File: config.mk
export PLATFORM = sky130hd
export DESIGN_NAME = controlUnitTop
export DESIGN_NICKNAME = d
export VERILOG_FILES = /design/src/hdl/cuPkg.sv /design/src/hdl/controlUnitTop.sv /design/src/hdl/ctrlWordGen.sv /design/src/hdl/cuConfigRegs.sv /design/src/hdl/instrDecoder.sv /design/src/hdl/stageSequencer.sv
export VERILOG_INCLUDE_DIRS = /design/src /design/src/include
export SDC_FILE = /design/constraint.sdc
export NUM_CORES = 1
export LEC_CHECK = 0
export BUFFER_PORTS_ARGS = -buffer_cell sky130_fd_sc_hd__buf_4
export CAP_MARGIN = 15
export CORE_MARGIN = 2
export CORE_UTILIZATION = 45
export CTS_CLUSTER_DIAMETER = 30
export DETAILED_ROUTE_END_ITERATION = 16
export GPL_TIMING_DRIVEN = 0
export PLACE_DENSITY = 0.74
export RECOVER_POWER = 100
export SLEW_MARGIN = 20
export SYNTH_ARGS = -nofsm -noshare
export SYNTH_HDL_FRONTEND = slang
export SYNTH_HIERARCHICAL = 1
export SYNTH_SLANG_ARGS = --single-unit
File: constraint.sdc
create_clock -name clk -period 2.2 [get_ports clk]
set_clock_uncertainty 0.2 [all_clocks]
set_input_delay 0.11 -clock clk [delete_from_list [all_inputs] [get_ports clk]]
set_output_delay 0.11 -clock clk [all_outputs]
set_load 0.05 [all_outputs]
File: src/include/cu_defines.svh
`ifndef CU_DEFINES_SVH
`define CU_DEFINES_SVH

// wishbone data bus
`define CU_DATA_W 16

// instruction fields
`define CU_OPCODE_W 4
`define CU_FUNC_W 6

// config register select, four words
`define CU_WB_ADR_W 2

// wait counter width
`define CU_WAIT_W 4

// memory latency after reset, in cycles
`define CU_FETCH_WAIT_DEF 4
`define CU_MEM_WAIT_DEF 4

`endif

File: src/hdl/cuPkg.sv
`include "cu_defines.svh"

package cuPkg;

    typedef enum logic [2:0] {
        ST_IDLE,
        ST_IF,
        ST_ID,
        ST_EX1,
        ST_EX2,
        ST_MEM,
        ST_WB
    } stage_t;

    // isa opcode values
    typedef enum logic [`CU_OPCODE_W-1:0] {
        OP_BNE = 0,
        OP_BEQ = 1,
        OP_BGZ = 2,
        OP_BLZ = 3,
        OP_ADI = 4,
        OP_ORI = 5,
        OP_LWD = 7,
        OP_SWD = 8,
        OP_ALU = 15
    } opcode_t;

    // r-type function codes
    typedef enum logic [`CU_FUNC_W-1:0] {
        FN_ADD = 0,
        FN_SUB = 1,
        FN_AND = 2,
        FN_ORR = 3,
        FN_NOT = 4,
        FN_TCP = 5,
        FN_SHL = 6,
        FN_SHR = 7
    } func_t;

    typedef enum logic [3:0] {
        ALU_ADD,
        ALU_SUB,
        ALU_AND,
        ALU_ORR,
        ALU_NOT,
        ALU_TCP,
        ALU_SHL,
        ALU_SHR,
        ALU_BNE,
        ALU_BEQ,
        ALU_BGZ,
        ALU_BLZ
    } aluFunc_t;

    typedef enum logic [2:0] {
        CLS_RTYPE,
        CLS_IMM,
        CLS_LOAD,
        CLS_STORE,
        CLS_BRANCH,
        CLS_ILLEGAL
    } instClass_t;

    typedef enum logic [1:0] {
        SRCB_REG,
        SRCB_ONE,
        SRCB_IMM
    } srcB_t;

    typedef struct packed {
        logic     pcWrite;
        logic     pcWriteCond;
        logic     iorD;         // 1 selects the data address
        logic     memRead;
        logic     memWrite;
        logic     memToReg;
        logic     irWrite;
        logic     aluSrcA;      // 0 pc, 1 register
        srcB_t    aluSrcB;
        aluFunc_t aluOp;
        logic     regWrite;
        logic     regDst;       // 1 rd, 0 rt
    } ctrlWord_t;

    typedef struct packed {
        logic                  run;
        logic [`CU_WAIT_W-1:0] fetchWait;
        logic [`CU_WAIT_W-1:0] memWait;
    } cfg_t;

endpackage

File: src/hdl/controlUnitTop.sv
`timescale 1ns/1ps
`include "cu_defines.svh"

module controlUnitTop (
    input  logic                    clk,
    input  logic                    rstN,
    input  logic                    wbCyc,
    input  logic                    wbStb,
    input  logic                    wbWe,
    input  logic [`CU_WB_ADR_W-1:0] wbAdr,
    input  logic [`CU_DATA_W-1:0]   wbDatW,
    output logic [`CU_DATA_W-1:0]   wbDatR,
    output logic                    wbAck,
    input  logic [`CU_OPCODE_W-1:0] opcode,  // from external ir
    input  logic [`CU_FUNC_W-1:0]   func,
    output cuPkg::ctrlWord_t        ctrl
);
    import cuPkg::*;

    cfg_t       cfg;
    instClass_t instClass;
    aluFunc_t   aluFunc;
    stage_t     stage;
    logic       lastCycle;

    cuConfigRegs uCfg (
        .clk(clk), .rstN(rstN),
        .wbCyc(wbCyc), .wbStb(wbStb), .wbWe(wbWe), .wbAdr(wbAdr),
        .wbDatW(wbDatW), .wbDatR(wbDatR), .wbAck(wbAck),
        .cfg(cfg)
    );

    stageSequencer uSeq (
        .clk(clk), .rstN(rstN), .cfg(cfg), .instClass(instClass),
        .stage(stage), .lastCycle(lastCycle)
    );

    instrDecoder uDec (
        .opcode(opcode), .func(func), .instClass(instClass), .aluFunc(aluFunc)
    );

    ctrlWordGen uGen (
        .stage(stage), .lastCycle(lastCycle), .instClass(instClass),
        .aluFunc(aluFunc), .ctrl(ctrl)
    );

endmodule

File: src/hdl/ctrlWordGen.sv
`timescale 1ns/1ps

module ctrlWordGen (
    input  cuPkg::stage_t     stage,
    input  logic              lastCycle,
    input  cuPkg::instClass_t instClass,
    input  cuPkg::aluFunc_t   aluFunc,
    output cuPkg::ctrlWord_t  ctrl
);
    import cuPkg::*;

    logic  isShift;
    srcB_t exSrcB;

    assign isShift = (aluFunc == ALU_SHL) || (aluFunc == ALU_SHR);

    // operand b during execute
    always_comb
    begin
        case (instClass)
            CLS_RTYPE:                                exSrcB = isShift ? SRCB_ONE : SRCB_REG;
            CLS_IMM, CLS_LOAD, CLS_STORE, CLS_BRANCH: exSrcB = SRCB_IMM;
            default:                                  exSrcB = SRCB_REG;
        endcase
    end

    always_comb
    begin
        ctrl = '0; // idle and id drive nothing
        case (stage)
            ST_IF:
            begin
                ctrl.memRead = 1'b1;
                ctrl.aluOp   = ALU_ADD;   // pc + 1
                ctrl.aluSrcA = 1'b0;
                ctrl.aluSrcB = SRCB_ONE;
                ctrl.irWrite = lastCycle; // fetch data valid only now
                ctrl.pcWrite = lastCycle;
            end
            ST_EX1, ST_EX2:
            begin
                ctrl.aluOp       = aluFunc;
                ctrl.aluSrcA     = !isShift;
                ctrl.aluSrcB     = exSrcB;
                ctrl.pcWriteCond = (stage == ST_EX2) && (instClass == CLS_BRANCH);
            end
            ST_MEM:
            begin
                ctrl.iorD     = 1'b1;
                ctrl.memRead  = (instClass == CLS_LOAD);
                ctrl.memWrite = (instClass == CLS_STORE);
            end
            ST_WB:
            begin
                ctrl.regWrite = 1'b1;
                ctrl.memToReg = (instClass == CLS_LOAD);
                ctrl.regDst   = (instClass == CLS_RTYPE);
            end
            default: ctrl = '0;
        endcase
    end

    // stage and class come from different blocks, so check the combination
    always_comb
    begin
        assert (!(ctrl.memRead && ctrl.memWrite));
        assert (!ctrl.regWrite || stage == ST_WB);
    end

endmodule

File: src/hdl/cuConfigRegs.sv
`timescale 1ns/1ps
`include "cu_defines.svh"

module cuConfigRegs (
    input  logic                    clk,
    input  logic                    rstN,
    input  logic                    wbCyc,
    input  logic                    wbStb,
    input  logic                    wbWe,
    input  logic [`CU_WB_ADR_W-1:0] wbAdr,
    input  logic [`CU_DATA_W-1:0]   wbDatW,
    output logic [`CU_DATA_W-1:0]   wbDatR,
    output logic                    wbAck,
    output cuPkg::cfg_t             cfg
);
    import cuPkg::*;

    logic                  wbReq;
    logic [`CU_WAIT_W-1:0] wrWait;

    // new request, not the cycle already being acked
    assign wbReq = wbCyc && wbStb && !wbAck;

    // a zero wait would wrap the counter
    assign wrWait = (wbDatW[`CU_WAIT_W-1:0] == '0) ? `CU_WAIT_W'(1)
                                                     : wbDatW[`CU_WAIT_W-1:0];

    always_ff @(posedge clk or negedge rstN)
    begin
        if (!rstN)
        begin
            wbAck <= 1'b0;
        end
        else
        begin
            wbAck <= wbReq; // single cycle ack
        end
    end

    always_ff @(posedge clk or negedge rstN)
    begin
        if (!rstN)
        begin
            cfg.run       <= 1'b0;
            cfg.fetchWait <= `CU_WAIT_W'(`CU_FETCH_WAIT_DEF);
            cfg.memWait   <= `CU_WAIT_W'(`CU_MEM_WAIT_DEF);
        end
        else if (wbReq && wbWe)
        begin
            case (wbAdr)
                `CU_WB_ADR_W'(0): cfg.run       <= wbDatW[0];
                `CU_WB_ADR_W'(1): cfg.fetchWait <= wrWait;
                `CU_WB_ADR_W'(2): cfg.memWait   <= wrWait;
                default: ; // address 3 has no register
            endcase
        end
    end

    // read data is held by the master address while ack is high
    always_comb
    begin
        wbDatR = '0;
        case (wbAdr)
            `CU_WB_ADR_W'(0): wbDatR[0] = cfg.run;
            `CU_WB_ADR_W'(1): wbDatR[`CU_WAIT_W-1:0] = cfg.fetchWait;
            `CU_WB_ADR_W'(2): wbDatR[`CU_WAIT_W-1:0] = cfg.memWait;
            default: wbDatR = '0;
        endcase
    end

endmodule

File: src/hdl/instrDecoder.sv
`timescale 1ns/1ps
`include "cu_defines.svh"

module instrDecoder (
    input  logic [`CU_OPCODE_W-1:0] opcode,
    input  logic [`CU_FUNC_W-1:0]   func,
    output cuPkg::instClass_t       instClass,
    output cuPkg::aluFunc_t         aluFunc
);
    import cuPkg::*;

    instClass_t rClass;
    aluFunc_t   rFunc;

    // r-type function table
    always_comb
    begin
        rClass = CLS_RTYPE;
        case (func)
            FN_ADD:  rFunc = ALU_ADD;
            FN_SUB:  rFunc = ALU_SUB;
            FN_AND:  rFunc = ALU_AND;
            FN_ORR:  rFunc = ALU_ORR;
            FN_NOT:  rFunc = ALU_NOT;
            FN_TCP:  rFunc = ALU_TCP;
            FN_SHL:  rFunc = ALU_SHL;
            FN_SHR:  rFunc = ALU_SHR;
            default:
            begin
                rClass = CLS_ILLEGAL; // jumps, wwd, hlt land here too
                rFunc  = ALU_ADD;
            end
        endcase
    end

    always_comb
    begin
        instClass = CLS_ILLEGAL;
        aluFunc   = ALU_ADD;
        case (opcode)
            OP_ALU:
            begin
                instClass = rClass;
                aluFunc   = rFunc;
            end
            OP_ADI: instClass = CLS_IMM;
            OP_ORI:
            begin
                instClass = CLS_IMM;
                aluFunc   = ALU_ORR;
            end
            OP_LWD: instClass = CLS_LOAD;   // address is reg + imm
            OP_SWD: instClass = CLS_STORE;
            OP_BNE:
            begin
                instClass = CLS_BRANCH;
                aluFunc   = ALU_BNE;
            end
            OP_BEQ:
            begin
                instClass = CLS_BRANCH;
                aluFunc   = ALU_BEQ;
            end
            OP_BGZ:
            begin
                instClass = CLS_BRANCH;
                aluFunc   = ALU_BGZ;
            end
            OP_BLZ:
            begin
                instClass = CLS_BRANCH;
                aluFunc   = ALU_BLZ;
            end
            default: instClass = CLS_ILLEGAL;
        endcase
    end

endmodule

File: src/hdl/stageSequencer.sv
`timescale 1ns/1ps
`include "cu_defines.svh"

module stageSequencer (
    input  logic              clk,
    input  logic              rstN,
    input  cuPkg::cfg_t       cfg,
    input  cuPkg::instClass_t instClass,
    output cuPkg::stage_t     stage,
    output logic              lastCycle
);
    import cuPkg::*;

    stage_t                stageNext;
    logic [`CU_WAIT_W-1:0] waitCnt;
    logic [`CU_WAIT_W-1:0] waitNext;
    logic                  waitDone;
    stage_t                doneStage;   // where a finished instruction goes
    logic [`CU_WAIT_W-1:0] doneWait;

    assign waitDone  = (waitCnt == '0);
    assign lastCycle = waitDone && (stage == ST_IF || stage == ST_MEM);

    // stop at an instruction boundary once run is cleared
    assign doneStage = cfg.run ? ST_IF : ST_IDLE;
    assign doneWait  = cfg.run ? cfg.fetchWait - 1'b1 : '0;

    always_comb
    begin
        stageNext = stage;
        waitNext  = waitCnt;
        case (stage)
            ST_IDLE:
            begin
                if (cfg.run)
                begin
                    stageNext = ST_IF;
                    waitNext  = cfg.fetchWait - 1'b1;
                end
            end
            ST_IF:
            begin
                if (waitDone)
                    stageNext = ST_ID;
                else
                    waitNext = waitCnt - 1'b1;
            end
            ST_ID:  stageNext = ST_EX1;
            ST_EX1: stageNext = ST_EX2;
            ST_EX2:
            begin
                case (instClass)
                    CLS_LOAD, CLS_STORE:
                    begin
                        stageNext = ST_MEM;
                        waitNext  = cfg.memWait - 1'b1; // sampled at phase entry
                    end
                    CLS_RTYPE, CLS_IMM: stageNext = ST_WB;
                    default:
                    begin
                        stageNext = doneStage;   // branch or illegal
                        waitNext  = doneWait;
                    end
                endcase
            end
            ST_MEM:
            begin
                if (!waitDone)
                    waitNext = waitCnt - 1'b1;
                else if (instClass == CLS_LOAD)
                    stageNext = ST_WB;
                else
                begin
                    stageNext = doneStage;
                    waitNext  = doneWait;
                end
            end
            ST_WB:
            begin
                stageNext = doneStage;
                waitNext  = doneWait;
            end
            default: stageNext = ST_IDLE;
        endcase
    end

    always_ff @(posedge clk or negedge rstN)
    begin
        if (!rstN)
        begin
            stage   <= ST_IDLE;
            waitCnt <= '0;
        end
        else
        begin
            stage   <= stageNext;
            waitCnt <= waitNext;
        end
    end

    assert property (@(posedge clk) disable iff (!rstN)
        (stage == ST_WB) |-> $past(stage == ST_EX2 || stage == ST_MEM));

    // mem only while the held instruction is a load or store
    assert property (@(posedge clk) disable iff (!rstN)
        (stage == ST_MEM) |-> (instClass inside {CLS_LOAD, CLS_STORE}));

endmodule

# [Word-level counts from Yosys, hierarchy flattened]
# Cells that the tools add are included.
# W data, S select, Z words.
[op_classes] add_sub_neg=3 n_eq_ne=35 n_mux=31 reduce_logical=29
[ops] operator="$pmux W3 S7" n=2
[ops] operator="$eq A6 B3 Y1 const B" n=4
[ops] operator="$mux W4" n=6
[ops] operator="$pmux W4 S6" n=1
[ops] operator="$eq A4 B3 Y1 const B" n=5
[ops] operator="$pmux W4 S5" n=1
[ops] operator="$mux W3" n=5
[ops] operator="$pmux W3 S5" n=1
[ops] operator="$pmux W7 S2" n=1
[ops] operator="$eq A3 B2 Y1 const B" n=4
[ops] operator="$eq A3 B3 Y1 const B" n=4
[ops] operator="$eq A6 B2 Y1 const B" n=2
[ops] operator="$logic_not A4 Y1" n=3
[ops] operator="$pmux W3 S2" n=2
[ops] operator="$sub A4 B1 Y4 const B" n=3
[ops] operator="$ne A2 B2 Y1 const B" n=5
[ops] operator="$eq A4 B2 Y1 const B" n=2
[ops] operator="$eq A4 B4 Y1 const B" n=2
[ops] operator="$pmux W4 S2" n=1
[ops] operator="$reduce_or A2 Y1" n=4
[ops] operator="$reduce_or A4 Y1" n=2
[ops] operator="$reduce_or A8 Y1" n=1
[ops] operator="$mux W1" n=7
[ops] operator="$eq A3 B1 Y1 const B" n=2
[ops] operator="other kinds (19)" n=28
[totals] regBits=17 inputBits=33 out_inout_bits=33 word_cells=104

# [Longest topological paths before layout]
[logic_depth] ltp_word=8 mapped_depth=8 ltp_nobuf=8

# [Modules after synthesis]
# The synthesis kept the hierarchy.
[by_module_without_submodules] mod="stageSequencer" n_inst=1 cells_each=90 area_each_um2=760.7 seq_area_each_um2=175.2
[by_module_without_submodules] mod="cuConfigRegs" n_inst=1 cells_each=53 area_each_um2=671.9 seq_area_each_um2=252.7
[by_module_without_submodules] mod="ctrlWordGen" n_inst=1 cells_each=29 area_each_um2=190.2 seq_area_each_um2=0.0
[by_module_without_submodules] mod="instrDecoder" n_inst=1 cells_each=23 area_each_um2=153.9 seq_area_each_um2=0.0

# [Worst setup path before layout]
# OpenSTA, ideal clock, no wires.
[synth_timing] kind="reg2out" startpoint="register uSeq.waitCnt[0]" endpoint="output ctrl[15] (netlist bit)" t_arrival_ns=2.785 required_time_ns=1.890 path_slack_ns=-0.895 path_stages_with_launch=7 n_path_buf=1 path_cell_list="dfrtp_1 > inv_1 > ha_1 > or3b_4 > nor2_4 > nor3b_1 > buf_4"
[synth_rtl] element="start: declaration" line_no="stageSequencer.sv:15" text="logic [`CU_WAIT_W-1:0] waitCnt;"
[synth_rtl] element="start signal: assignment" line_no="stageSequencer.sv:97" text="waitCnt <= waitNext;"
[synth_rtl] element="end: declaration" line_no="controlUnitTop.sv:16" text="output cuPkg::ctrlWord_t ctrl"

==> run summary <==
The run finished with clean final reports. The multiplexer fraction of the synthesized cell area came out at 7.394%. The length of the first detailed-routing pass in iterations came out at 4. The portion of the post-synthesis area used by sequential elements is 24.08%. In this run the static leakage power is about 1.0 nW. Grouping stages by cell kind, the critical path spends the most delay in simple AND/OR/NAND/NOR gates.

The synthesized netlist devotes 2.958% of its cell area to XOR and XNOR gates. The synthesized instance count came out at just under 200. The longest individual stage delay on the worst path is about 420 ps. The number of endpoints with negative hold slack in the final report is 0. The insertion delay of the later-clocked pin in the worst-skew pair is 250 ps. The slowest stage of the critical path is the dfrtp_1 cell.

The cell type with the highest aggregate area in the netlist is dfrtp_1. The count of distinct cell types in the synthesized netlist came out at 68. The critical path goes through inv_2 > ha_4 > or3b_4 > nor2_4 > nor3b_4 > buf_4 > buf_8. For this run, the top clock speed supported by timing is 456.7 MHz. Of the total power, registers draw a little over a quarter. The total cell area at the placement stage came out at 2191 um2.

The area fraction of the dominant cell type after synthesis is 21.13%. The arrival time of data at the critical path endpoint came out at 1880 ps. The adder and majority cell fraction of the synthesized area is between 5 and 6%. The post-route fraction of the period consumed by the critical path is between 90% and 100%. The I/O pin count came out at 66. The design draws 0.002193 W.

Setup repair after global routing could not meet its margin everywhere. The total half-perimeter wirelength after legalization and detailed placement came out at around 3 mm. After synthesis, the largest family of logic cells by area is simple AND/OR/NAND/NOR gates. The via count of the first global-routing pass came out at 1522.

The number of setup violations in the final report is 0. The number of antenna violations at the first check in global routing came out at 0. The post-layout minimum cycle time is 2190 ps. Cells with a size suffix above 1 make up 35.91% of the layout. TritonCTS built the clock tree. The remaining antenna violation count after routing came out at 0. The most numerous cell in the Yosys netlist is dfrtp_1.

The overall die area is about 4500 um2. The total overflow left after global routing is 0. The total number of vias came out at around 1600.

The per-cell routed wire length came out at ~13 um. The first global-routing pass estimated 6.782 mm of wire. Dividing the detail-routed via count by the number of cells gives 5.270. The cell area after layout came out at ~2300 um2. The worst setup slack for register-to-register paths came out at 110 ps. The total number of placement rows is 22. The number of antenna diodes is 0. The number of pins exceeding their max-slew limit in the final report is 0. The largest fanout on the critical path came out at 4. The path class of the tightest hold or removal check is primary input to flop. The count of warnings emitted by yosys came out at 6. The reported net switching power is 0.001072 W. The most used flip-flop cell after synthesis is dfrtp_1. The routed wire length came out at 3.969 mm. The worst register-to-register path ends at uSeq/waitCnt[0]. The register bit count reported by yosys came out at 17. The worst setup path is captured at an output port. The number of enable-type register cells in the synthesized netlist came out at 0. The cell area that synthesis handed to floorplanning was ~1800 um2. The net switching fraction of the power is 48.86%. The tree is rooted in a clkbuf_8.

The remaining routing DRC violations came out at 0. STA classifies the critical path startpoint as a flop. Measured along the y axis, the die boundary spans ~67 um. The core outline area is 3716 um2.

In this run the power density over the cells is 961.9 nW/um2. The number of violations reported at the end of detailed-routing iteration 0 is 57. The clock sink count is 17.

The endpoint required time on the critical path is 1890 ps. Max-cap violations in this run came to 0. The overall global routing resource usage came out at 19.57%. By area the synthesized netlist is led by dfrtp_1, mux2_4, buf_4.

Counting the buffers created by CTS gives 3. Counting cells, the worst reg-to-reg path comes to 8. The number of cells on the worst hold path came out at 3. The cell-internal power came out at 0.001121 W. The global placer's final weighted congestion is 0.8447. Counting both buffers and inverters, the worst setup path holds a total of 3. The floorplan step set the die width to 66.84 um.

The reg-to-reg startpoint is uSeq/waitCnt[0]. The starting utilization of the core area is ~48%. At the pin with the least slew margin, the transition time is approximately 960 ps. The fraction of synthesis flops using an asynchronous set or reset pin is 100.0%. The largest net degree at the start of global routing is 18. The worst setup path is of the flop to output port kind. The complex-gate fraction of the synthesized area is a little under a quarter.

For hold timing, the worst endpoint is uCfg/cfg[8]. In this run, the clock network consumes 10.7% of the power. The average footprint of a synthesized cell came out at 9.111 um2.

The clock slew seen by the registers of the worst setup and hold paths is around 70 ps. The combinational group share of total power came out at 62.6%. The maximum count of clock buffers along a single path is 2. The largest voltage drop on the vdd net is 420.1 uV. By count the netlist is led by dfrtp_1, buf_4, inv_1, nor2_1, o21ai_0. The startpoint of the most critical hold path is wbWe. The remaining max-slew budget at the tightest pin came out at 35.88%.

The depth of the CTS H-tree is 1. Summing the areas of all and, or, nand and nor instances in the mapped netlist gives 26.48% of the synthesized area. At the end of the flow, the number of nets in the layout was 301. The growth of design area from synthesis to finish came out at 28.31%. The number of buffer cells added on primary ports is 39.
==> placed cells by master, fill, tap and decap left out, types with 3 or more instances in the layout <==
cell type | Yosys | routed
a21oi_1 | 4 | 3
a22oi_1 | 5 | 5
and2_1 | 7 | 7
and3_1 | 3 | 3
buf_2 | 3 | 3
buf_4 | 14 | 47
clkbuf_1 | 1 | 9
clkbuf_8 | 0 | 3
conb_1 | 1 | 12
dfrtp_1 | 15 | 15
dlygate4sd3_1 | 0 | 6
ha_1 | 8 | 7
inv_1 | 14 | 12
inv_2 | 1 | 3
mux2_1 | 1 | 7
nand2_1 | 6 | 6
nand2b_1 | 4 | 4
nand4_1 | 2 | 4
nor2_1 | 14 | 12
nor2_2 | 1 | 3
nor2b_1 | 6 | 7
nor3_1 | 5 | 4
o21ai_0 | 9 | 9
xnor2_1 | 4 | 4
==> through the flow <==
step	instances	setup slack (ps)	hold WS [ps]	setup TNS, ps	utilization (%)
after global placement	293	-410.7	-215.8	-2018	58.96
after floorplan	206	-118.2	-385.6	-118.2	-
after detailed placement	293	-435.3	-208.0	-2194	58.96
final	307	10.35	32.92	0	61.35
after global routing	307	-92.35	59.81	-119.6	61.35
after CTS	304	-47.26	48.30	-47.26	62.53
==> tightest hold or removal path, cell delays in order <==
cell	delay, ps
buf_4	120
nand4_1	90
mux2_1	130
==> power groups by stage <==
stage / Combinational [W] / Sequential, W / Clock (W)
floorplan: 0.00108 / 0.000548 / 0
CTS: 0.00137 / 0.000586 / 0.000248
detailed placement: 0.00135 / 0.000590 / 0
global placement: 0.00132 / 0.000587 / 0
global route: 0.00149 / 0.000604 / 0.000260
finish: 0.00137 / 0.000586 / 0.000235
==> how the worst max path moves through the flow <==
stage / start / end / slack, ps / cells past startpoint
3_3_place_gp: func[3] / uSeq/waitCnt[0] / -410 / 8
6_report: uSeq/waitCnt[0] / ctrl[15] / 10 / 7
2_1_floorplan: uSeq/waitCnt[0] / ctrl[15] / -120 / 6
3_5_place_dp: func[3] / uSeq/waitCnt[0] / -440 / 8
5_1_grt: uSeq/waitCnt[0] / ctrl[15] / -90 / 7
4_1_cts: uSeq/waitCnt[0] / ctrl[15] / -50 / 7
==> logic make-up after synthesis <==
logic type | Yosys count
AOI/OAI and AO/OA | 51
adders and majority gates | 8
and+or+nand+nor | 69
xor gates and xnor gates | 6
DFF | 17
buffers and inverters | 34
muxes | 9
other | 1
==> registers in the layout (all words and copies together) (netlist names) <==
| register | flops |
|---|---|
| uSeq/stage | 3 |
| uCfg/cfg | 9 |
| uCfg/wbAck | 1 |
| uSeq/waitCnt | 4 |
==> cell type report <==
class	count	area (um2)
Inverter	15	56.30
Tap cell	48	60.06
Fill cell	356	1436
Clock inverter	1	5.005
Clock buffer	3	41.29
Buffer	19	128.9
Sequential cell	17	427.9
Multi-Input combinational cell	155	1196
Timing Repair Buffer	49	364.1
==> repair_timing <==
item / CTS / global route
hold buffers: 6 / 0
setup endpoints to repair: 8 / 9
resized for setup: 6 / 5
setup buffers: 1 / 3
pin swaps: 1 / 2
endpoints found under the hold margin: 26 / 0
==> metal layers <==
| layer | global-route usage, % | share of wire [%] |
|---|---|---|
| met2 | 33.75 | 49 |
| met5 | 0 | 0 |
| met4 | 7.653 | 1.3 |
| met1 | 24.50 | 45 |
| met3 | 2.703 | 4.3 |
Note: power is estimated with default switching activity, not from simulation.
